==> config.mk <==
export PLATFORM = sky130hd
export DESIGN_NAME = pixel_stats
export DESIGN_NICKNAME = d
export VERILOG_FILES = /design/src/img_ctrl_pkg.sv /design/src/pixel_stats.sv
export SDC_FILE = /design/constraint.sdc
export NUM_CORES = 1
export LEC_CHECK = 0
export BUFFER_PORTS_ARGS = -buffer_cell sky130_fd_sc_hd__buf_2
export CORE_MARGIN = 1.5
export CORE_UTILIZATION = 45
export CTS_CLUSTER_DIAMETER = 150
export DETAILED_ROUTE_END_ITERATION = 10
export PLACE_DENSITY = 0.77
export SLEW_MARGIN = 20
export SYNTH_ARGS = -nofsm -noshare
export SYNTH_HDL_FRONTEND = slang
export SYNTH_SLANG_ARGS = --single-unit
==> constraint.sdc <==
create_clock -name clk -period 3.69 [get_ports clk]
set_clock_uncertainty 0.05 [all_clocks]
set_input_delay 0.738 -clock clk [delete_from_list [all_inputs] [get_ports clk]]
set_output_delay 0.738 -clock clk [all_outputs]
set_load 0.02 [all_outputs]
==> src/img_ctrl_pkg.sv <==
`default_nettype none

package img_ctrl_pkg;

    // ==================================================
    // Sizes
    // ==================================================
    localparam int PIXEL_W       = 12;
    localparam int WORD_W        = 16;
    localparam int HEADER_W      = 64;
    localparam int HEADER_WORDS  = 4;
    localparam int HDR_CNT_W     = 2;
    localparam int BLOCK_WORDS   = 4096;
    localparam int BLOCK_ADDR_W  = 12;
    localparam int BLOCK_COUNT   = 2;
    localparam int WORD_COUNT_W  = 13;
    localparam int STAT_W        = 18;
    localparam int STAT_TOP_BITS = 7;

    // Controller states
    typedef enum logic [2:0] {
        IDLE,
        ARM,
        WAIT_FRAME,
        HEADER,
        PIXELS,
        READOUT
    } ctrl_state_e;

    // ==================================================
    // Bundles
    // ==================================================
    // Host command
    typedef struct packed {
        logic                capture;
        logic                readout;
        logic                block;
        logic [HEADER_W-1:0] header;
    } cmd_t;

    // Camera pixel bus, sampled on valid
    typedef struct packed {
        logic               valid;
        logic               fv;
        logic               lv;
        logic [PIXEL_W-1:0] pixel;
    } img_bus_t;

    // One storage write
    typedef struct packed {
        logic              en;
        logic [WORD_W-1:0] word;
    } word_wr_t;

    // Status seen by the host
    typedef struct packed {
        logic                    capture_done;
        logic [WORD_COUNT_W-1:0] word_count;
        logic [STAT_W-1:0]       highlight_count;
        logic [STAT_W-1:0]       shadow_count;
    } status_t;

    // One readout word
    typedef struct packed {
        logic              valid;
        logic [WORD_W-1:0] word;
    } readout_t;

endpackage

`default_nettype wire

==> src/pixel_stats.sv <==
`timescale 1ns/1ns
`default_nettype none

module pixel_stats
    import img_ctrl_pkg::*;
(
    input  wire                  clk,
    input  wire                  fifoIn_rst,
    input  wire                  capture_start,
    input  wire                  stat_sample,
    input  wire [PIXEL_W-1:0]    sample_pixel,
    output logic [STAT_W-1:0]    highlight_count,
    output logic [STAT_W-1:0]    shadow_count
);

    // Pipeline stage
    logic               sample_q;
    logic [PIXEL_W-1:0] pixel_q;

    // Classification bits
    logic [STAT_TOP_BITS-1:0] top_bits;

    assign top_bits = pixel_q[PIXEL_W-1 -: STAT_TOP_BITS];

    always_ff @(posedge clk) begin
        if (!fifoIn_rst) begin
            sample_q <= 1'b0;
        end else begin
            sample_q <= stat_sample;
        end
    end

    always_ff @(posedge clk) begin
        pixel_q <= sample_pixel;
    end

    // ==================================================
    // Saturating counters
    // ==================================================
    always_ff @(posedge clk) begin
        if (!fifoIn_rst || capture_start) begin
            highlight_count <= '0;
            shadow_count    <= '0;
        end else if (sample_q) begin
            // Top bits all set
            if ((&top_bits) && !(&highlight_count)) begin
                highlight_count <= highlight_count + 1'b1;
            end
            // Top bits all clear
            if (!(|top_bits) && !(&shadow_count)) begin
                shadow_count <= shadow_count + 1'b1;
            end
        end
    end

endmodule

`default_nettype wire

==> reports/results.ini <==
[outcome]
status = finished clean

[clock_tree]
cts_sinks = 44
cts_max_level = 2
cts_buffers = 5
clk_pin_slew_worst_paths_ns = 0.08
clock_latency_ns = 0.29
cts_hold_buf = 0
cts.path.max_buffers = 2
cts_resized = 0
cts_setup_buffers = 0
cts_tree = built
root_buffer = clkbuf_8

[synth]
yosys_warnings = 0
seq_area_frac_synth = 0.3816
synth_fp_nets = 281
syn_inst = 263
yosys.cell_types.count = 35
netlist.area_leader.share = 0.3816
synth-seq-cells = 44
synth_top_area_cell = dfxtp_1
synth_area_sq_um = 2308
avgSynthCellArea_sq_um = 8.777
synth.area.top_cells = dfxtp_1 38%, mux2i_1 8.7%, nand2_1 7.0%

[placed_design]
post-dp-hpwl_microns = 3774
place.gp.congestion = 0.8382
dp.cells = 369
io_buffers = 46
placed_area_sq_um = 2613

[finish]
antenna_cells = 0
stdcell_area_sq_um = 2694
drive_gt1_frac = 0.2039
num-nets-final = 327
area_growth_pct = 16.69
stdcell_count = 376
nFillCells = 461

[timing]
rsz0062_at_grt = no
tightest_slew_ns = 0.9526
slew_viol_final = 0
finalCriticalPeriod_ns = 2.238
setup_violations = 0
max_slew_margin = 0.3601
fin_crit_sh = 0.6065
timing.fmax_ghz = 0.4468
tns_ns = 0
whs_ns = 0.4461
finalHoldViolCount = 0

[grt]
grt_start_max_net_pins = 33
grt_pass1_vias = 2022
antenna_found_initial = 0
grt_pass1_wl_microns = 8859
grt.overflow.total = 0
grt_usage = 0.2016

[worst_hold_path]
hp-class = register to register
worstHoldStart = highlight_count[17]$_SDFFE_PP0P_

[critical_path]
slowest_stage = nor3_1
cp.required_ns = 3.81
crit_fanout = 7
worstSetupPathType = register to register
crit_buf_inv = 1
crit_start = highlight_count[0]$_SDFFE_PP0P_
cp_cell_sequence = ha_1 -> inv_1 -> nor3_1 -> a211oi_1 -> mux2i_1
slowest_delay_ns = 0.79
r2r-start = highlight_count[0]$_SDFFE_PP0P_
cp.arrival_ns = 2.36
critPathCaptureType = register
crit_family = simple AND/OR/NAND/NOR gates
start_kind = register

[power]
leakage_nw = 0.9219
power_mw = 0.8020
ir_worst_vdd_v = 0.0001938
cellPowerDensity_nw_per_um2 = 297.7

[route]
first_pass_iters = 4
ant_nets = 0
first_iter_violations = 150
routed_via_density = 5.949
drc_errors = 0
drt-total-wl_microns = 5181
vias = 2237
wl_per_cell_microns = 13.78

[die]
core_area_sq_um = 4817
initial_core_util = 0.4792
ioPinCount = 52
fp-row-count = 25
die_h_microns = 74.63
die-area_sq_um = 5569
die_width_microns = 74.63

[job]
maxCapViolations = 0

-- final timing paths --
| path | endpoint | slack [ns] | depth (start not counted) |
|---|---|---|---|
| worst min register to register | highlight_count[17]$_SDFFE_PP0P_ | 0.45 | 2 |
| worst max-delay path | highlight_count[13]$_SDFFE_PP0P_ | 1.45 | 5 |
| worst min-delay path | highlight_count[17]$_SDFFE_PP0P_ | 0.45 | 2 |
| worst max register to register | highlight_count[13]$_SDFFE_PP0P_ | 1.45 | 5 |
-- Yosys cell counts --
cell type	instances
o211ai_1	3
nand4_1	18
o31ai_1	6
a2111oi_2	2
dfxtp_1	44
or4_4	1
a21oi_1	14
nor2_1	3
nor2b_1	1
mux2i_1	20
nor3_1	5
o311ai_0	3
nand4_2	1
nor4_4	1
nor3b_1	2
o21ai_0	7
nor4b_4	1
and2_1	3
clkbuf_1	8
nor4_1	5
and4_1	11
o41ai_1	2
or3_1	3
nand2b_1	19
buf_2	2
o2111ai_1	1
or4_1	4
a2111o_1	5
a211oi_1	5
o21bai_1	1
nand3_1	10
nand2_1	43
ha_1	2
inv_1	4
a2111oi_0	3
-- area by class of cell --
cell class | instances | area (sq um) | share of cell area
clock buffers | 5 | 68.82 | 0.02555
repair buffers | 49 | 252.7 | 0.09382
well taps | 67 | 83.83 | 0.03112
multi-input cells | 205 | 1380 | 0.5123
clock inverters | 2 | 12.51 | 0.004645
flip-flops and latches | 44 | 880.8 | 0.3270
inverters | 4 | 15.01 | 0.005574
-- worst register-to-register path: cells and delay by family, from the launching register on --
family / cells / cell delay, ns
compound gates: 1 / 0.21
flops: 1 / 0.44
simple gates: 1 / 0.79
mux: 1 / 0.16
fa+ha+maj: 1 / 0.33
buf+inv: 1 / 0.13
-- layout by cell type, fill, tap and decap left out, types with 4 or more instances in the layout --
| cell type | n |
|---|---|
| buf_2 | 46 |
| dfxtp_1 | 44 |
| nand2_1 | 43 |
| mux2i_1 | 20 |
| nand2b_1 | 19 |
| nand4_1 | 18 |
| a21oi_1 | 14 |
| and4_1 | 11 |
| nand3_1 | 10 |
| o21ai_0 | 7 |
| o31ai_1 | 6 |
| nor3_1 | 5 |
| nor4_1 | 5 |
| a211oi_1 | 5 |
| a2111o_1 | 5 |
| clkbuf_8 | 5 |
| or4_1 | 4 |
| inv_1 | 4 |
-- kinds of logic after synthesis --
| family | Yosys count | share of synthesized area |
|---|---|---|
| fa+ha+maj | 2 | 0.01084 |
| flops | 44 | 0.3816 |
| buf+inv | 14 | 0.02385 |
| mux | 20 | 0.08672 |
| simple gates | 131 | 0.3312 |
| compound gates | 52 | 0.1659 |
-- stage by stage --
| stage | utilization | setup slack (ns) |
|---|---|---|
| 2_1_floorplan | - | 1.693 |
| 3_3_place_gp | 0.5423 | 1.556 |
| 3_5_place_dp | 0.5423 | 1.541 |
| 4_1_cts | 0.5592 | 1.512 |
| 5_1_grt | 0.5592 | 1.331 |
| 6_report | 0.5592 | 1.452 |
-- layer usage --
metal / global-route usage / wire (microns) / vias to the layer above
li1: - / - / 1108
met1: 0.2666 / 2368 / 1063
met2: 0.3353 / 2481 / 59
met3: 0.03614 / 272 / 7
met4: 0.06465 / 57 / 0
met5: 0 / 0 / -
-- power breakdown --
group          switching (mW)  internal, mW
registers             0.00391         0.479
clock network           0.163         0.128
logic                  0.0170        0.0104
total                   0.184         0.618
-- sequential cells by signal, indices dropped and copies added, names as in the netlist --
signal,flops
sample_q,1
shadow_count,18
highlight_count,18
pixel_q,7
(Power assumes the default switching activity.)
