<file path="src/img_ctrl_pkg.sv">
`default_nettype none

package img_ctrl_pkg;

    // ==================================================
    // Sizes
    // ==================================================
    localparam int PIXEL_W       = 12;
    localparam int WORD_W        = 16;
    localparam int HEADER_W      = 64;
    localparam int HEADER_WORDS  = 4;
    localparam int HDR_CNT_W     = 2;
    localparam int BLOCK_WORDS   = 4096;
    localparam int BLOCK_ADDR_W  = 12;
    localparam int BLOCK_COUNT   = 2;
    localparam int WORD_COUNT_W  = 13;
    localparam int STAT_W        = 18;
    localparam int STAT_TOP_BITS = 7;

    // Controller states
    typedef enum logic [2:0] {
        IDLE,
        ARM,
        WAIT_FRAME,
        HEADER,
        PIXELS,
        READOUT
    } ctrl_state_e;

    // ==================================================
    // Bundles
    // ==================================================
    // Host command
    typedef struct packed {
        logic                capture;
        logic                readout;
        logic                block;
        logic [HEADER_W-1:0] header;
    } cmd_t;

    // Camera pixel bus, sampled on valid
    typedef struct packed {
        logic               valid;
        logic               fv;
        logic               lv;
        logic [PIXEL_W-1:0] pixel;
    } img_bus_t;

    // One storage write
    typedef struct packed {
        logic              en;
        logic [WORD_W-1:0] word;
    } word_wr_t;

    // Status seen by the host
    typedef struct packed {
        logic                    capture_done;
        logic [WORD_COUNT_W-1:0] word_count;
        logic [STAT_W-1:0]       highlight_count;
        logic [STAT_W-1:0]       shadow_count;
    } status_t;

    // One readout word
    typedef struct packed {
        logic              valid;
        logic [WORD_W-1:0] word;
    } readout_t;

endpackage

`default_nettype wire

</file>
<file path="src/capture_ctrl.sv">
`timescale 1ns/1ns
`default_nettype none

module capture_ctrl
    import img_ctrl_pkg::*;
(
    input  wire                  clk,
    input  wire                  fifoIn_rst,
    input  wire cmd_t            cmd,
    input  wire img_bus_t        img,
    input  wire                  rd_done,
    output ctrl_state_e          state,
    output logic                 block,
    output logic [HEADER_W-1:0]  header,
    output logic                 capture_start,
    output logic                 hdr_load,
    output logic                 hdr_phase,
    output logic                 pix_phase,
    output logic                 rd_start,
    output logic                 capture_done
);

    // Header words still to emit
    logic [HDR_CNT_W-1:0] hdr_cnt;

    // Sampled frame-valid levels
    logic fv_low;
    logic fv_high;

    assign fv_low  = img.valid && !img.fv;
    assign fv_high = img.valid && img.fv;

    // ==================================================
    // Command decode
    // ==================================================
    // Only accepted in IDLE
    assign capture_start = (state == IDLE) && cmd.capture;
    // Capture wins if both arrive together
    assign rd_start      = (state == IDLE) && cmd.readout && !cmd.capture;

    // Datapath phases
    assign hdr_phase = (state == HEADER);
    assign pix_phase = (state == PIXELS);

    // Header held for the framer
    always_ff @(posedge clk) begin
        if (capture_start) begin
            header <= cmd.header;
        end
    end

    // ==================================================
    // Control FSM
    // ==================================================
    always_ff @(posedge clk) begin
        if (!fifoIn_rst) begin
            state        <= IDLE;
            block        <= 1'b0;
            hdr_cnt      <= '0;
            hdr_load     <= 1'b0;
            capture_done <= 1'b0;
        end else begin
            // Single-cycle strobes
            hdr_load     <= 1'b0;
            capture_done <= 1'b0;

            case (state)
                IDLE: begin
                    if (cmd.capture) begin
                        state <= ARM;
                        block <= cmd.block;
                    end else if (cmd.readout) begin
                        state <= READOUT;
                        block <= cmd.block;
                    end
                end
                // Need a frame gap before syncing
                ARM: begin
                    if (fv_low) begin
                        state    <= WAIT_FRAME;
                        hdr_load <= 1'b1;
                    end
                end
                WAIT_FRAME: begin
                    if (fv_high) begin
                        state   <= HEADER;
                        hdr_cnt <= HDR_CNT_W'(HEADER_WORDS - 1);
                    end
                end
                // One header word per cycle
                HEADER: begin
                    hdr_cnt <= hdr_cnt - 1'b1;
                    if (hdr_cnt == '0) begin
                        state <= PIXELS;
                    end
                end
                // First gap sample closes the frame
                PIXELS: begin
                    if (fv_low) begin
                        state        <= IDLE;
                        capture_done <= 1'b1;
                    end
                end
                READOUT: begin
                    if (rd_done) begin
                        state <= IDLE;
                    end
                end
                default: state <= IDLE;
            endcase
        end
    end

    // Never write header and pixels in the same cycle
    assert property (@(posedge clk) disable iff (!fifoIn_rst)
        !(hdr_phase && pix_phase));

    // Buffer finishes only a readout started here
    assert property (@(posedge clk) disable iff (!fifoIn_rst)
        rd_done |-> (state == READOUT));

endmodule

`default_nettype wire

</file>
<file path="config.mk">
export PLATFORM = sky130hd
export DESIGN_NAME = capture_ctrl
export DESIGN_NICKNAME = d
export VERILOG_FILES = /design/src/img_ctrl_pkg.sv /design/src/capture_ctrl.sv
export SDC_FILE = /design/constraint.sdc
export NUM_CORES = 1
export LEC_CHECK = 0
export ABC_AREA = 1
export CORE_MARGIN = 4
export CORE_UTILIZATION = 37
export CTS_CLUSTER_SIZE = 14
export DETAILED_ROUTE_END_ITERATION = 8
export DONT_BUFFER_PORTS = 1
export GPL_TIMING_DRIVEN = 0
export PLACE_DENSITY = 0.49
export SKIP_CTS_REPAIR_TIMING = 1
export SLEW_MARGIN = 20
export SYNTH_ARGS = -nofsm -noshare
export SYNTH_HDL_FRONTEND = slang
export SYNTH_SLANG_ARGS = --single-unit
</file>
<file path="constraint.sdc">
create_clock -name clk -period 4 [get_ports clk]
set_input_delay 0.6 -clock clk [delete_from_list [all_inputs] [get_ports clk]]
set_output_delay 0.6 -clock clk [all_outputs]
set_load 0.005 [all_outputs]
</file>
==> reports/qor.csv <==
metric;value;unit
run_status;complete, no violations;
critical_path_required;3.40;ns
timing.setup.critical_path_class;reg -> out;
cts_buffer_depth;2;
timing.critical_path.slowest_stage_cell;sky130_fd_sc_hd__nor2_4;
synthDistinctLibCells;17;
timing.critical_path.buf_inv;2;
finalWorstSetupSlack;1.55;ns
viasPerCell;5.00;
drtPass1Iterations;4;
grt_overflow;0;
maxCapViolations;0;
routed-via-count;1214;
detail_route.drc_violations;0;
netlist_instances;148;
max-slew-margin-rel;62.9;%
setup.reg_to_reg.worst_slack;2.18;ns
synthesis.area;2430;um^2
cpPeakStageDelay;0.45;ns
synth_compound_area_share;1.13;%
power.density_cell_area;746;nW/um^2
routability_driven_placement_congestion_ratio;0.734;
final_util;44.0;%
final.setup.tns;0;ns
synth_mux_area_share;0;%
path_clk_slew;0.08;ns
drt-total-wl;4.78;mm
hold-path-cell-count;0;
synth_top_family_by_area;simple AND/OR/NAND/NOR gates;
antenna_violating_nets_post_route;0;
start_kind;register;
dp_hpwl;3.64;mm
hold_end;header[47]$_DFFE_PP_;
final_common_cell;sky130_fd_sc_hd__edfxtp_1;
rows;29;
r2r_start;state[2]$_SDFFE_PN0P_;
layout-area-overhead-vs-synth;14.9;%
core_region_area;6350;um^2
yosys_register_bits;72;
synthesis.nets;234;
endpoint_of_the_worst_register_to_register_path;header[21]$_DFFE_PP_;
yosys.area_share.simple;9.47;%
die_area;7930;um^2
synth_sequential_area_ratio;85.6;%
holdCritStartpoint;cmd[47];
synth_xor_xnor_area_share;0;%
max_slew.worst_pin.slew;0.556;ns
post-route-min-period;2.45;ns
clock_tree.htree_level_count;3;
finClkSkew;0.00973;ns
grt_pass1_vias;1152;
clock_tree_from_tritoncts;yes;
ys.warnings.count;0;
power.ir.vdd_worst;0.389;mV
timing.critical_path.arrival;1.85;ns
die_w;89.1;um
preCtsSetupSlack;1.89;ns
fin_hold_viols;0;
avgRoutedWirePerCell;19.7;um
layout_worst_path_cycle_share;61.1;%
floorplan.initialDensity;38.3;%
buffer_ports.inserted;0;
worstPathMaxFanout;29;
cpLargestDelayFamily;simple AND/OR/NAND/NOR gates;
detail_route.iter0.violations;55;
commonest_cells_after_routing_fill_and_taps_aside;sky130_fd_sc_hd__edfxtp_1 (64), sky130_fd_sc_hd__nand2_1 (18), sky130_fd_sc_hd__inv_1 (16);
setup_violations;0;
timing.reg2reg.worst_path_depth;5;
nNetsFinal;247;
timing.critical_path.to_type;primary output;
slew_violations;0;
grtUsageTotal;11.8;%
grt_pass1_wl;6.39;mm
hp-class;in -> reg;
mean_cell_area_of_the_mapped_netlist;16.4;um^2
fin_hold_ws;0.354;ns
max_freq;0.409;GHz
clkLatencyLatePin;0.33;ns
critical_path.cell_chain;buf_4 -> nor2_2 -> nand2_2 -> nor2_4 -> buf_12;
initial_antenna_violation_count;0;
cts_made_buffers;9;
synth_area_in_adders;0.515;%
die_height;89.1;um
grt_setup_unrepaired;no;
p_leak;1.01;nW
fraction_of_layout_cells_with_a_size_suffix_above_1;16.9;%
antenna_cells;0;
numClockSinks;72;
root_buffer;sky130_fd_sc_hd__clkbuf_8;
grt_max_degree;30;
design_power_total;0.00209;W
ioPinCount;159;
## final cells by class
type	count	area, um^2
sequential	72	2080
inverter	19	71.3
tap	77	96.3
clock buffer	10	128
multi-input combinational	56	278
buffer	1	7.51
fill	530	3560
timing repair buffer	2	47.5
clock inverter	6	83.8
## worst max-delay path by stage
stage	start	end	slack, ns	cells past startpoint
after floorplan	state[2]$_SDFFE_PN0P_	capture_start	1.01	4
after global placement	state[2]$_SDFFE_PN0P_	capture_start	0.52	4
after detailed placement	state[2]$_SDFFE_PN0P_	capture_start	1.89	5
after CTS	state[2]$_SDFFE_PN0P_	capture_start	1.51	5
after global routing	state[2]$_SDFFE_PN0P_	capture_start	1.39	5
final	state[2]$_SDFFE_PN0P_	capture_start	1.55	5
## per-layer routing
metal	track usage (%)	vias up	wire, um
met3	7.37	8	646
met2	18.6	86	2500
li1	-	541	-
met5	0	-	0
met4	7.71	0	72
met1	11.5	579	1560
## through the flow
stage | instance area [um^2] | instances
2_1_floorplan | 2430 | 148
3_3_place_gp | 2530 | 225
3_5_place_dp | 2580 | 227
4_1_cts | 2790 | 243
5_1_grt | 2790 | 243
6_report | 2790 | 243
## worst register-to-register path, cell delays in order, from the launching register on
cell and delay [ns]:
sky130_fd_sc_hd__dfxtp_1 0.33, sky130_fd_sc_hd__buf_4 0.17, sky130_fd_sc_hd__nor2_2 0.16, sky130_fd_sc_hd__nand2_2 0.12, sky130_fd_sc_hd__nor2_4 0.45, sky130_fd_sc_hd__buf_12 0.27
## kinds of logic (layout without fill, tap and decap cells)
group	count (synthesis)	after routing
buffers and inverters	20	38
adder cells (fa/ha/maj)	1	1
AND/OR/NAND/NOR	50	50
AO/OA/AOI/OAI	5	5
flip-flops	72	72
## Yosys cell counts, drive strengths merged
cell type  instances  area, um^2
edfxtp            64        1920
nand2             22        97.6
inv               19        71.3
nor2              16        72.6
nand3              9        45.0
dfxtp              8         160
a21oi              3        15.0
nor3               3        15.0
a211oi             1        7.51
buf                1        7.51
ha                 1        12.5
o21ai              1        5.00
## report_power, final
group	switching, W	total (W)	internal [W]
Clock	0.000254	0.000602	0.000348
Combinational	0.000243	0.000358	0.000114
Sequential	0.0000938	0.00113	0.00103
Total	0.000591	0.00209	0.00149
## sequential cells by signal (all words and copies together), names as in the netlist
register / count
hdr_cnt: 2
capture_done: 1
block: 1
hdr_load: 1
header: 64
state: 3
(Power assumes the default switching activity.)
