<file path="src/img_ctrl_pkg.sv">
`default_nettype none

package img_ctrl_pkg;

    // ==================================================
    // Sizes
    // ==================================================
    localparam int PIXEL_W       = 12;
    localparam int WORD_W        = 16;
    localparam int HEADER_W      = 64;
    localparam int HEADER_WORDS  = 4;
    localparam int HDR_CNT_W     = 2;
    localparam int BLOCK_WORDS   = 4096;
    localparam int BLOCK_ADDR_W  = 12;
    localparam int BLOCK_COUNT   = 2;
    localparam int WORD_COUNT_W  = 13;
    localparam int STAT_W        = 18;
    localparam int STAT_TOP_BITS = 7;

    // Controller states
    typedef enum logic [2:0] {
        IDLE,
        ARM,
        WAIT_FRAME,
        HEADER,
        PIXELS,
        READOUT
    } ctrl_state_e;

    // ==================================================
    // Bundles
    // ==================================================
    // Host command
    typedef struct packed {
        logic                capture;
        logic                readout;
        logic                block;
        logic [HEADER_W-1:0] header;
    } cmd_t;

    // Camera pixel bus, sampled on valid
    typedef struct packed {
        logic               valid;
        logic               fv;
        logic               lv;
        logic [PIXEL_W-1:0] pixel;
    } img_bus_t;

    // One storage write
    typedef struct packed {
        logic              en;
        logic [WORD_W-1:0] word;
    } word_wr_t;

    // Status seen by the host
    typedef struct packed {
        logic                    capture_done;
        logic [WORD_COUNT_W-1:0] word_count;
        logic [STAT_W-1:0]       highlight_count;
        logic [STAT_W-1:0]       shadow_count;
    } status_t;

    // One readout word
    typedef struct packed {
        logic              valid;
        logic [WORD_W-1:0] word;
    } readout_t;

endpackage

`default_nettype wire

</file>
<file path="src/pixel_framer.sv">
`timescale 1ns/1ns
`default_nettype none

module pixel_framer
    import img_ctrl_pkg::*;
(
    input  wire                  clk,
    input  wire                  fifoIn_rst,
    input  wire img_bus_t        img,
    input  wire [HEADER_W-1:0]   header,
    input  wire                  hdr_load,
    input  wire                  hdr_phase,
    input  wire                  pix_phase,
    output word_wr_t             wr,
    output logic                 stat_sample,
    output logic [PIXEL_W-1:0]   sample_pixel
);

    // Header shifter, top word goes first
    logic [HEADER_W-1:0] hdr_sr;

    // Sample grid position
    logic [1:0] col;
    logic [1:0] row;
    logic       lv_prev;

    // Pixel goes to storage
    logic store;

    // Registered write
    logic              wr_en_q;
    logic [WORD_W-1:0] wr_word_q;

    assign store = pix_phase && img.valid && img.lv;

    // Every 4th pixel of every 4th line
    assign stat_sample  = store && (col == 2'd0) && (row == 2'd0);
    assign sample_pixel = img.pixel;

    // ==================================================
    // Header shift
    // ==================================================
    always_ff @(posedge clk) begin
        if (hdr_load) begin
            hdr_sr <= header;
        end else if (hdr_phase) begin
            hdr_sr <= hdr_sr << WORD_W;
        end
    end

    // Column and row tracking
    always_ff @(posedge clk) begin
        if (!fifoIn_rst) begin
            col     <= 2'd0;
            row     <= 2'd0;
            lv_prev <= 1'b0;
        end else if (img.valid) begin
            lv_prev <= img.lv;
            if (!img.lv) begin
                col <= 2'd0;
            end else if (store) begin
                col <= col + 2'd1;
            end
            // Advance on end of line
            if (!img.fv) begin
                row <= 2'd0;
            end else if (lv_prev && !img.lv) begin
                row <= row + 2'd1;
            end
        end
    end

    // ==================================================
    // Storage word select
    // ==================================================
    always_ff @(posedge clk) begin
        if (!fifoIn_rst) begin
            wr_en_q <= 1'b0;
        end else begin
            wr_en_q <= hdr_phase || store;
        end
    end

    always_ff @(posedge clk) begin
        if (hdr_phase) begin
            wr_word_q <= hdr_sr[HEADER_W-1 -: WORD_W];
        end else begin
            // Zero-extend pixel
            wr_word_q <= {{(WORD_W - PIXEL_W){1'b0}}, img.pixel};
        end
    end

    assign wr = '{en: wr_en_q, word: wr_word_q};

endmodule

`default_nettype wire

</file>
<file path="config.mk">
export PLATFORM = sky130hd
export DESIGN_NAME = pixel_framer
export DESIGN_NICKNAME = d
export VERILOG_FILES = /design/src/img_ctrl_pkg.sv /design/src/pixel_framer.sv
export SDC_FILE = /design/constraint.sdc
export NUM_CORES = 1
export LEC_CHECK = 0
export BUFFER_PORTS_ARGS = -buffer_cell sky130_fd_sc_hd__buf_2
export CORE_UTILIZATION = 54
export CTS_BUF_LIST = sky130_fd_sc_hd__clkbuf_8 sky130_fd_sc_hd__clkbuf_16
export DETAILED_ROUTE_END_ITERATION = 6
export HOLD_SLACK_MARGIN = 0.05
export PLACE_DENSITY = 0.83
export SYNTH_ARGS = -nofsm -noshare
export SYNTH_HDL_FRONTEND = slang
export SYNTH_SLANG_ARGS = --single-unit
</file>
<file path="constraint.sdc">
create_clock -name clk -period 3.05 [get_ports clk]
set_clock_uncertainty 0.1 [all_clocks]
set_input_delay 0.4575 -clock clk [delete_from_list [all_inputs] [get_ports clk]]
set_output_delay 0.4575 -clock clk [all_outputs]
set_load 0.01 [all_outputs]
</file>
==> results of run 1 <==
[sequential cells by signal (all words and copies together), names as in the netlist]
name	flops
wr_word_q	16
wr_en_q	1
hdr_sr	64
row	2
lv_prev	1
col	2
[report_power, final]
part | internal [mW] | switching, mW | leakage (nW)
Combinational | 0.144 | 0.104 | 0.840
Sequential | 1.39 | 0.0272 | 0.846
Clock | 0.367 | 0.370 | 0.100
Total | 1.90 | 0.502 | 1.79
[final cells by class]
class,count,share of cell area
Sequential cell,86,0.556
Tap cell,77,0.0227
Clock buffer,9,0.0292
Inverter,5,0.00442
Timing Repair Buffer,115,0.143
Multi-Input combinational cell,104,0.230
Clock inverter,7,0.0141
[metal layers]
| metal | wire, um | global-route usage | vias to the layer above |
|---|---|---|---|
| met5 | 0 | 0 | - |
| met4 | 68 | 0.0752 | 0 |
| met3 | 316 | 0.0437 | 8 |
| met2 | 2600 | 0.268 | 69 |
| li1 | - | - | 990 |
| met1 | 2290 | 0.199 | 885 |
[metrics by stage]
stage                     hold slack, ns  utilization
after floorplan                    0.326            -
after global placement             0.330        0.640
after detailed placement           0.335        0.640
after CTS                          0.235        0.669
after global routing               0.240        0.669
final                              0.251        0.669
[cell usage in the layout (no fill, tap or decap), types with 4 or more instances in the layout]
cell type / Yosys / layout
nand2_1: 4 / 4
mux2_2: 59 / 59
inv_1: 5 / 9
edfxtp_1: 64 / 64
buf_2: 2 / 113
and2_1: 20 / 20
clkbuf_8: 0 / 9
dfxtp_1: 22 / 22
[synthesized netlist by cell type]
cell type and count:
a21oi_1 1, a311oi_2 1, a31oi_1 1, and2_1 20, and2b_2 1, and3_1 1
and3_2 1, and4b_1 1, buf_2 2, buf_4 13, buf_6 7, clkbuf_1 1
dfxtp_1 22, edfxtp_1 64, ha_1 2, inv_1 5, mux2_1 2, mux2_2 59
mux2i_1 1, nand2_1 4, nand2b_1 1, nand3_1 1, nor2_1 2, o21a_1 2
o32ai_1 2, or2_2 1
[how the worst max path moves through the flow]
| stage | from | depth (start not counted) | slack, ns | to |
|---|---|---|---|---|
| final | row[0] | 4 | 1.28 | stat_sample |
| after global placement | hdr_load | 3 | 1.16 | hdr_sr[4] |
| after CTS | row[0] | 4 | 1.24 | stat_sample |
| after detailed placement | hdr_load | 3 | 1.11 | hdr_sr[23] |
| after floorplan | hdr_phase | 3 | 0.93 | hdr_sr[0] |
| after global routing | row[0] | 4 | 1.20 | stat_sample |
[kinds of logic (layout without fill, tap and decap cells)]
family                     after synthesis  after routing
muxes                                   62             62
AOI/OAI and AO/OA                        7              7
buffers and inverters                   28            136
and+or+nand+nor                         33             33
DFF                                     86             86
adders and majority gates                2              2
==> qor.csv, run 1 <==
metric,value,unit
CP bufs+invs,2,
Nets,407,
area of the mapped netlist,3550,sq um
DRT Wirelength,5270,um
DRC,0,
# IOs,114,
Yosys reg bits,86,
critical path peak fanout,3,
Cells after Synth,218,
complex-gate fraction of the synthesized area,0.0166,
Detail Placement HPWL,3650,um
Vias,1952,
leading area contributor after synthesis,edfxtp_1,
Final Hold Viols,0,
RR Startpoint,col[0],
top post-synthesis cells by area,"edfxtp_1 54%, mux2_2 19%, dfxtp_1 12%",
"Clk pin slew, worst setup/hold paths",0.08,ns
Power Total,2.40,mW
Iteration-0 DRC Markers,103,
Max Cap Viol,0,
Core Area,6350,sq um
placed cells,387,
unrepaired setup endpoints after global routing,no,
Mapped Nets,304,
"Design Area, Final",4250,sq um
vias in the first global route,1916,
chip width,83.1,um
biggest cell delay along the critical path,0.38,ns
Area Growth Syn to Fin,19.6,%
Antenna Nets Post-Route,0,
main combinational cell family by area after synthesis,multiplexers,
Total Routing Usage GR,0.162,
Max Slew Vio Count,0,
grt total ovfl,0,
R2R depth,5,
Period minus WS final,1.77,ns
CP Class,reg -> out,
Simple-Gate Fraction of Synth Area,0.0557,
FF-to-FF End,col[1],
number of CTS-inserted buffers,9,
postcts setup bufs,0,
Fill cells,465,
Initial Util,0.559,
post-synthesis sequential area ratio,0.665,
Critical Path Sink Type,primary output,
CTS Buffer Depth,2,
Leak,1.79,nW
Worst-Margin Slew,0.551,ns
largest net degree at the start of global routing,65,
reg2reg setup slack,1.89,ns
Worst VDD drop,0.373,mV
Die Footprint,6900,sq um
normalized max-slew margin,0.633,
Sink Count,86,
Clock Tree Root,clkbuf_8,
share of the synthesized area in the top cell type,0.541,
outcome,finished clean,
worst hold endpoint,wr_en_q,
startpoint types,flip-flop,
setup violators final,0,
Worst path top cell family by delay,flip-flops,
HP Start,fifoIn_rst,
Rows,29,
Post-Synth Adder-Cell Area,0.00705,
critical path arrival,1.22,ns
# H-tree levels,3,
syn_area_per_cell,16.3,sq um
CTS tree,yes,
DR vias/cell,4.84,
Hold Path Stages,2,
FMAX,563,MHz
post-synthesis mux area share,0.196,
Ys Warns,0,
Place WS,1.11,ns
Resized Gates After CTS,0,
xor-xnor portion of the synthesized cell area,0,
# hold bufs at CTS,0,
pwr/cell area,565,nW/um^2
# diodes,0,
Worst-Skew Late Latency,0.33,ns
First-pass DRT Iterations,4,
antenna violations before repair,0,
PortBufs,113,
Multi-input gate area,978,sq um
final std cells w/o fill,403,
unique cell type count in the Yosys netlist,26,
Area after DPL,4060,sq um
wire per inst,13.1,um
Hold Crit Class,in -> reg,
first-pass GRT wire length,8660,um
fin worst setup slack,1.28,ns
Tcrit/Tclk final,0.582,
Worst Path Required,2.49,ns
FF+latch area,2360,sq um
Setup TNS,0,ns
chip height,83.1,um
CP cell instances,inv_1 > ha_1 > and3_1 > buf_2,
GPL Wtd Cong,0.769,
critical path's slowest cell,dfxtp_1,
layout cells sized above 1,0.583,
(Power assumes the default switching activity.)
==> inputs of run 2 (changes only) <==
--- a/config.mk
+++ b/config.mk
@@ -6,11 +6,11 @@
 export NUM_CORES = 1
 export LEC_CHECK = 0
 export BUFFER_PORTS_ARGS = -buffer_cell sky130_fd_sc_hd__buf_2
-export CORE_UTILIZATION = 54
+export CORE_UTILIZATION = 50
 export CTS_BUF_LIST = sky130_fd_sc_hd__clkbuf_8 sky130_fd_sc_hd__clkbuf_16
 export DETAILED_ROUTE_END_ITERATION = 6
 export HOLD_SLACK_MARGIN = 0.05
-export PLACE_DENSITY = 0.83
+export PLACE_DENSITY = 0.78
 export SYNTH_ARGS = -nofsm -noshare
 export SYNTH_HDL_FRONTEND = slang
 export SYNTH_SLANG_ARGS = --single-unit
==> constraint.sdc (replaced) <==
create_clock -name clk -period 1.7 [get_ports clk]
set_clock_uncertainty 0.1 [all_clocks]
set_input_delay 0.255 -clock clk [delete_from_list [all_inputs] [get_ports clk]]
set_output_delay 0.255 -clock clk [all_outputs]
set_load 0.01 [all_outputs]
==> qor.csv, run 2 (same netlist as run 1, synthesis figures left out) <==
metric,value,unit,change
outcome,finished clean,,
# diodes,0,,unchanged
first-pass GRT wire length,8980,um,+3.7%
startpoint types,flip-flop,,
top flop regs,"hdr_sr (64), wr_word_q (16)",,
DRT Wirelength,5730,um,+8.6%
Area Growth Syn to Fin,23.8,%,
Vias,2045,,+4.8%
number of CTS-inserted buffers,9,,unchanged
most frequent cells in the layout,"113 x buf_2, 64 x edfxtp_1, 59 x mux2_2",,
Initial Util,0.520,,-0.0394
DRC,0,,unchanged
Worst Path Required,1.34,ns,-1.15 ns
# IOs,114,,unchanged
Max Slew Vio Count,0,,unchanged
CP Class,reg -> out,,
Total Routing Usage GR,0.163,,+0.00134
Rows,30,,+3.4%
antenna violations before repair,0,,unchanged
final std cells w/o fill,435,,+7.9%
Place WS,0.0952,ns,-1.02 ns
PortBufs,113,,unchanged
CTS Buffer Depth,2,,unchanged
Critical Path Sink Type,primary output,,
critical path arrival,1.21,ns,about the same
Tcrit/Tclk final,0.921,,
placed cells,406,,+4.9%
# H-tree levels,3,,unchanged
First-pass DRT Iterations,4,,unchanged
Nets,420,,+3.2%
Sink Count,86,,unchanged
CTS tree,yes,,
Worst-Skew Late Latency,0.35,ns,+0.02 ns
GPL Wtd Cong,0.706,,-8.1%
chip width,86.3,um,+3.8%
layout cells sized above 1,0.566,,-0.0165
switch share,0.216,,+0.00704
reg2reg setup slack,0.57,ns,-1.32 ns
unrepaired setup endpoints after global routing,no,,
Clock Tree Root,clkbuf_8,,
Resized Gates After CTS,0,,unchanged
FMAX,639,MHz,
Worst-Margin Slew,0.860,ns,+0.309 ns
"leading cell type in the layout, fill and taps excluded",buf_2,,
wire per inst,13.2,um,+0.64%
Final Hold Viols,0,,unchanged
Antenna Nets Post-Route,0,,unchanged
Net Sw Power,940,uW,+87%
chip height,86.3,um,+3.8%
Layout Utilization,0.643,,-0.0255
Multi-input gate area,981,sq um,+0.26%
largest net degree at the start of global routing,65,,unchanged
grt total ovfl,0,,unchanged
Period minus WS final,1.57,ns,
setup violators final,0,,unchanged
Top reg by flops,hdr_sr,,
Detail Placement HPWL,3530,um,-3.2%
worst hold slack,0.0777,ns,-0.174 ns
vias in the first global route,1990,,+3.9%
Setup TNS,0,ns,unchanged
Iteration-0 DRC Markers,111,,+7.8%
normalized max-slew margin,0.427,,-0.206
pwr/cell area,990,nW/um^2,+75%
Clock power frac,0.308,,about the same
DR vias/cell,4.70,,-2.9%
Fill cells,552,,+19%
Core Area,6830,sq um,+7.6%
"Clk pin slew, worst setup/hold paths",0.09,ns,about the same
Die Footprint,7440,sq um,+7.8%
internal power,3.41,mW,+80%
FF+latch area,2360,sq um,unchanged
max reg flops,64,,unchanged
combinational share of power,0.108,,+0.004
critical path peak fanout,3,,unchanged
Max Cap Viol,0,,unchanged
Worst VDD drop,0.496,mV,+33%
Flop pwr share,0.583,,-0.006
Leak,1.84,nW,+2.9%
fin worst setup slack,0.135,ns,-1.14 ns
Hold Crit Class,in -> reg,,
-- run 2: path summary, 6_finish.rpt --
kind | from | end | cells after the start
setup / recovery | row[0] | stat_sample | 4
hold / removal | header[12] | hdr_sr[12] | 2
setup reg to reg | col[0] | col[1] | 5
hold reg to reg | hdr_sr[63] | wr_word_q[15] | 1
-- run 2: power groups by stage --
| stage | Combinational [mW] | Clock [mW] | Sequential, mW |
|---|---|---|---|
| 2_1_floorplan | 0.279 | 0 | 2.59 |
| 3_3_place_gp | 0.441 | 0 | 2.58 |
| 3_5_place_dp | 0.449 | 0 | 2.59 |
| 4_1_cts | 0.476 | 1.37 | 2.54 |
| 5_1_grt | 0.516 | 1.44 | 2.56 |
| 6_report | 0.472 | 1.34 | 2.54 |
-- run 2: area by class of cell --
type                       instances  share of cell area
timing repair buffer             128               0.165
sequential                        86               0.538
multi-input combinational        104               0.223
clock inverter                     5             0.00570
tap                               96              0.0273
clock buffer                      11              0.0370
inverter                           5             0.00427
-- run 2: critical path, stage by stage, from the launching register on --
cell	delay, ns
dfxtp_1	0.37
inv_1	0.05
ha_1	0.19
and3_1	0.13
buf_2	0.13
-- run 2: repair_timing --
| item | 4_1_cts | 5_1_grt |
|---|---|---|
| setup endpoints to repair | 0 | 0 |
| hold buffers | 13 | 0 |
| endpoints found under the hold margin | 13 | 0 |
| buffers inserted | 0 | 0 |
-- run 2: per-stage QoR --
| stage | power (mW) | instance area [sq um] |
|---|---|---|
| 4_1_cts | 4.39 | 4390 |
| 5_1_grt | 4.52 | 4390 |
| 3_5_place_dp | 3.03 | 4080 |
| 3_3_place_gp | 3.02 | 4080 |
| 2_1_floorplan | 2.87 | 3550 |
| 6_report | 4.35 | 4390 |
-- run 2: layer usage --
metal / vias up / global-route usage / share of wire
met5: - / 0 / 0
met1: 942 / 0.193 / 0.43
met4: 0 / 0.0924 / 0.025
li1: 1015 / - / -
met2: 76 / 0.268 / 0.49
met3: 12 / 0.0476 / 0.059
==> inputs of run 3 (changes only) <==
--- a/config.mk
+++ b/config.mk
@@ -10,7 +10,7 @@
 export CTS_BUF_LIST = sky130_fd_sc_hd__clkbuf_8 sky130_fd_sc_hd__clkbuf_16
 export DETAILED_ROUTE_END_ITERATION = 6
 export HOLD_SLACK_MARGIN = 0.05
-export PLACE_DENSITY = 0.78
+export PLACE_DENSITY = 0.77
 export SYNTH_ARGS = -nofsm -noshare
 export SYNTH_HDL_FRONTEND = slang
 export SYNTH_SLANG_ARGS = --single-unit
==> qor.csv, run 3 (same netlist as run 1, synthesis figures left out) <==
metric,value,unit,change
chip height,86.3,um,unchanged
Tcrit/Tclk final,0.928,,+0.00780
"Design Area, Final",4370,sq um,-0.57%
biggest cell delay along the critical path,0.38,ns,about the same
met3 Use GR,0.0543,,+0.00667
CP bufs+invs,2,,unchanged
CP Class,reg -> out,,
Sink Count,86,,unchanged
chip width,86.3,um,unchanged
DRT Wirelength,5530,um,-3.3%
CTS Buffer Depth,2,,unchanged
"Clk pin slew, worst setup/hold paths",0.08,ns,about the same
Detail Placement HPWL,3580,um,+1.5%
layout cells sized above 1,0.563,,-0.00295
critical path arrival,1.22,ns,about the same
Total Routing Usage GR,0.160,,-0.00358
vias in the first global route,1963,,-1.4%
Iteration-0 DRC Markers,103,,-7.2%
PortBufs,113,,unchanged
critical path peak fanout,3,,unchanged
Setup TNS,0,ns,unchanged
Initial Util,0.520,,unchanged
DRC,0,,unchanged
Hold Crit Class,in -> reg,,
CP cell instances,inv_1 > ha_1 > and3_1 > buf_2,,
Die Footprint,7440,sq um,unchanged
Worst-Skew Late Latency,0.35,ns,about the same
top flop regs,"hdr_sr (64), wr_word_q (16)",,
met1 Usage GRT,0.185,,-0.00782
max reg flops,64,,unchanged
antenna violations before repair,0,,unchanged
Period minus WS final,1.58,ns,+0.0133 ns
# diodes,0,,unchanged
Clock Tree Root,clkbuf_8,,
Power Total,4.22,mW,-3.1%
Area after DPL,4080,sq um,unchanged
Nets,420,,unchanged
Worst path top cell family by delay,flip-flops,,
Critical Path Sink Type,primary output,,
# H-tree levels,3,,unchanged
Antenna Nets Post-Route,0,,unchanged
Final Hold Viols,0,,unchanged
# IOs,114,,unchanged
Core Area,6830,sq um,unchanged
normalized max-slew margin,0.452,,+0.0250
number of CTS-inserted buffers,9,,unchanged
CTS tree,yes,,
GPL Wtd Cong,0.704,,-0.38%
outcome,finished clean,,
First-pass DRT Iterations,4,,unchanged
wire per inst,12.7,um,-3.3%
Area Growth Syn to Fin,23.1,%,
FMAX,634,MHz,-0.84%
Vias,2024,,-1.0%
grt total ovfl,0,,unchanged
first-pass GRT wire length,8750,um,-2.6%
Worst-Margin Slew,0.822,ns,-0.0376 ns
Rows,30,,unchanged
setup violators final,0,,unchanged
Max Cap Viol,0,,unchanged
Worst VDD drop,0.576,mV,+16%
largest net degree at the start of global routing,65,,unchanged
Leak,1.82,nW,-0.92%
startpoint types,flip-flop,,
"leading cell type in the layout, fill and taps excluded",buf_2,,
critical path's slowest cell,dfxtp_1,,
most frequent cells in the layout,"113 x buf_2, 64 x edfxtp_1, 59 x mux2_2",,
grt peak-use layer,met2,,
postcts setup bufs,0,,unchanged
Worst Path Required,1.34,ns,about the same
DR vias/cell,4.65,,-1.0%
Top reg by flops,hdr_sr,,
pwr/cell area,965,nW/um^2,-2.5%
met2 Track Usage GR,0.271,,+0.00289
Max Slew Vio Count,0,,unchanged
unrepaired setup endpoints after global routing,no,,
## run 3: metal layers
metal / share of wire / vias up
li1: - / 1014
met1: 0.42 / 927
met2: 0.50 / 73
met3: 0.065 / 10
met4: 0.017 / 0
met5: 0 / -
## run 3: layout make-up
| class | count | area [sq um] |
|---|---|---|
| clock inverters | 7 | 38.8 |
| inverters | 5 | 18.8 |
| flip-flops and latches | 86 | 2360 |
| well taps | 96 | 120 |
| fillers | 539 | 2460 |
| multi-input cells | 104 | 981 |
| repair buffers | 128 | 723 |
| clock buffers | 9 | 124 |
## run 3: worst paths after layout
path	cells after the start	startpoint	slack, ns	end
setup / recovery	4	row[0]	0.12	stat_sample
hold reg to reg	1	hdr_sr[63]	0.36	wr_word_q[15]
hold / removal	2	header[13]	0.08	hdr_sr[13]
setup reg to reg	5	col[0]	0.55	col[1]
## run 3: timing repair
item | in CTS | in global routing
hold buffers | 13 | 0
gates resized for setup | 0 | 0
hold endpoints to repair | 13 | 0
endpoints found under the setup margin | 0 | 0
## run 3: worst register-to-register path, cell delays in order (launching register included)
cell     delay (ns)
dfxtp_1        0.32
inv_1          0.07
ha_1           0.29
nand3_1        0.09
o21a_1         0.11
o32ai_1        0.06
## run 3: where the power goes
part	switching [mW]	internal (mW)
Clock	0.694	0.518
Sequential	0.0471	2.49
Combinational	0.193	0.276
## run 3: through the flow
step | setup WS (ns) | hold slack (ns) | util | instances
6_report | 0.122 | 0.0801 | 0.639 | 435
2_1_floorplan | 0.100 | 0.272 | - | 218
3_3_place_gp | 0.152 | 0.332 | 0.597 | 406
4_1_cts | 0.0942 | 0.0627 | 0.639 | 435
3_5_place_dp | 0.137 | 0.337 | 0.597 | 406
5_1_grt | 0.0455 | 0.0594 | 0.639 | 435
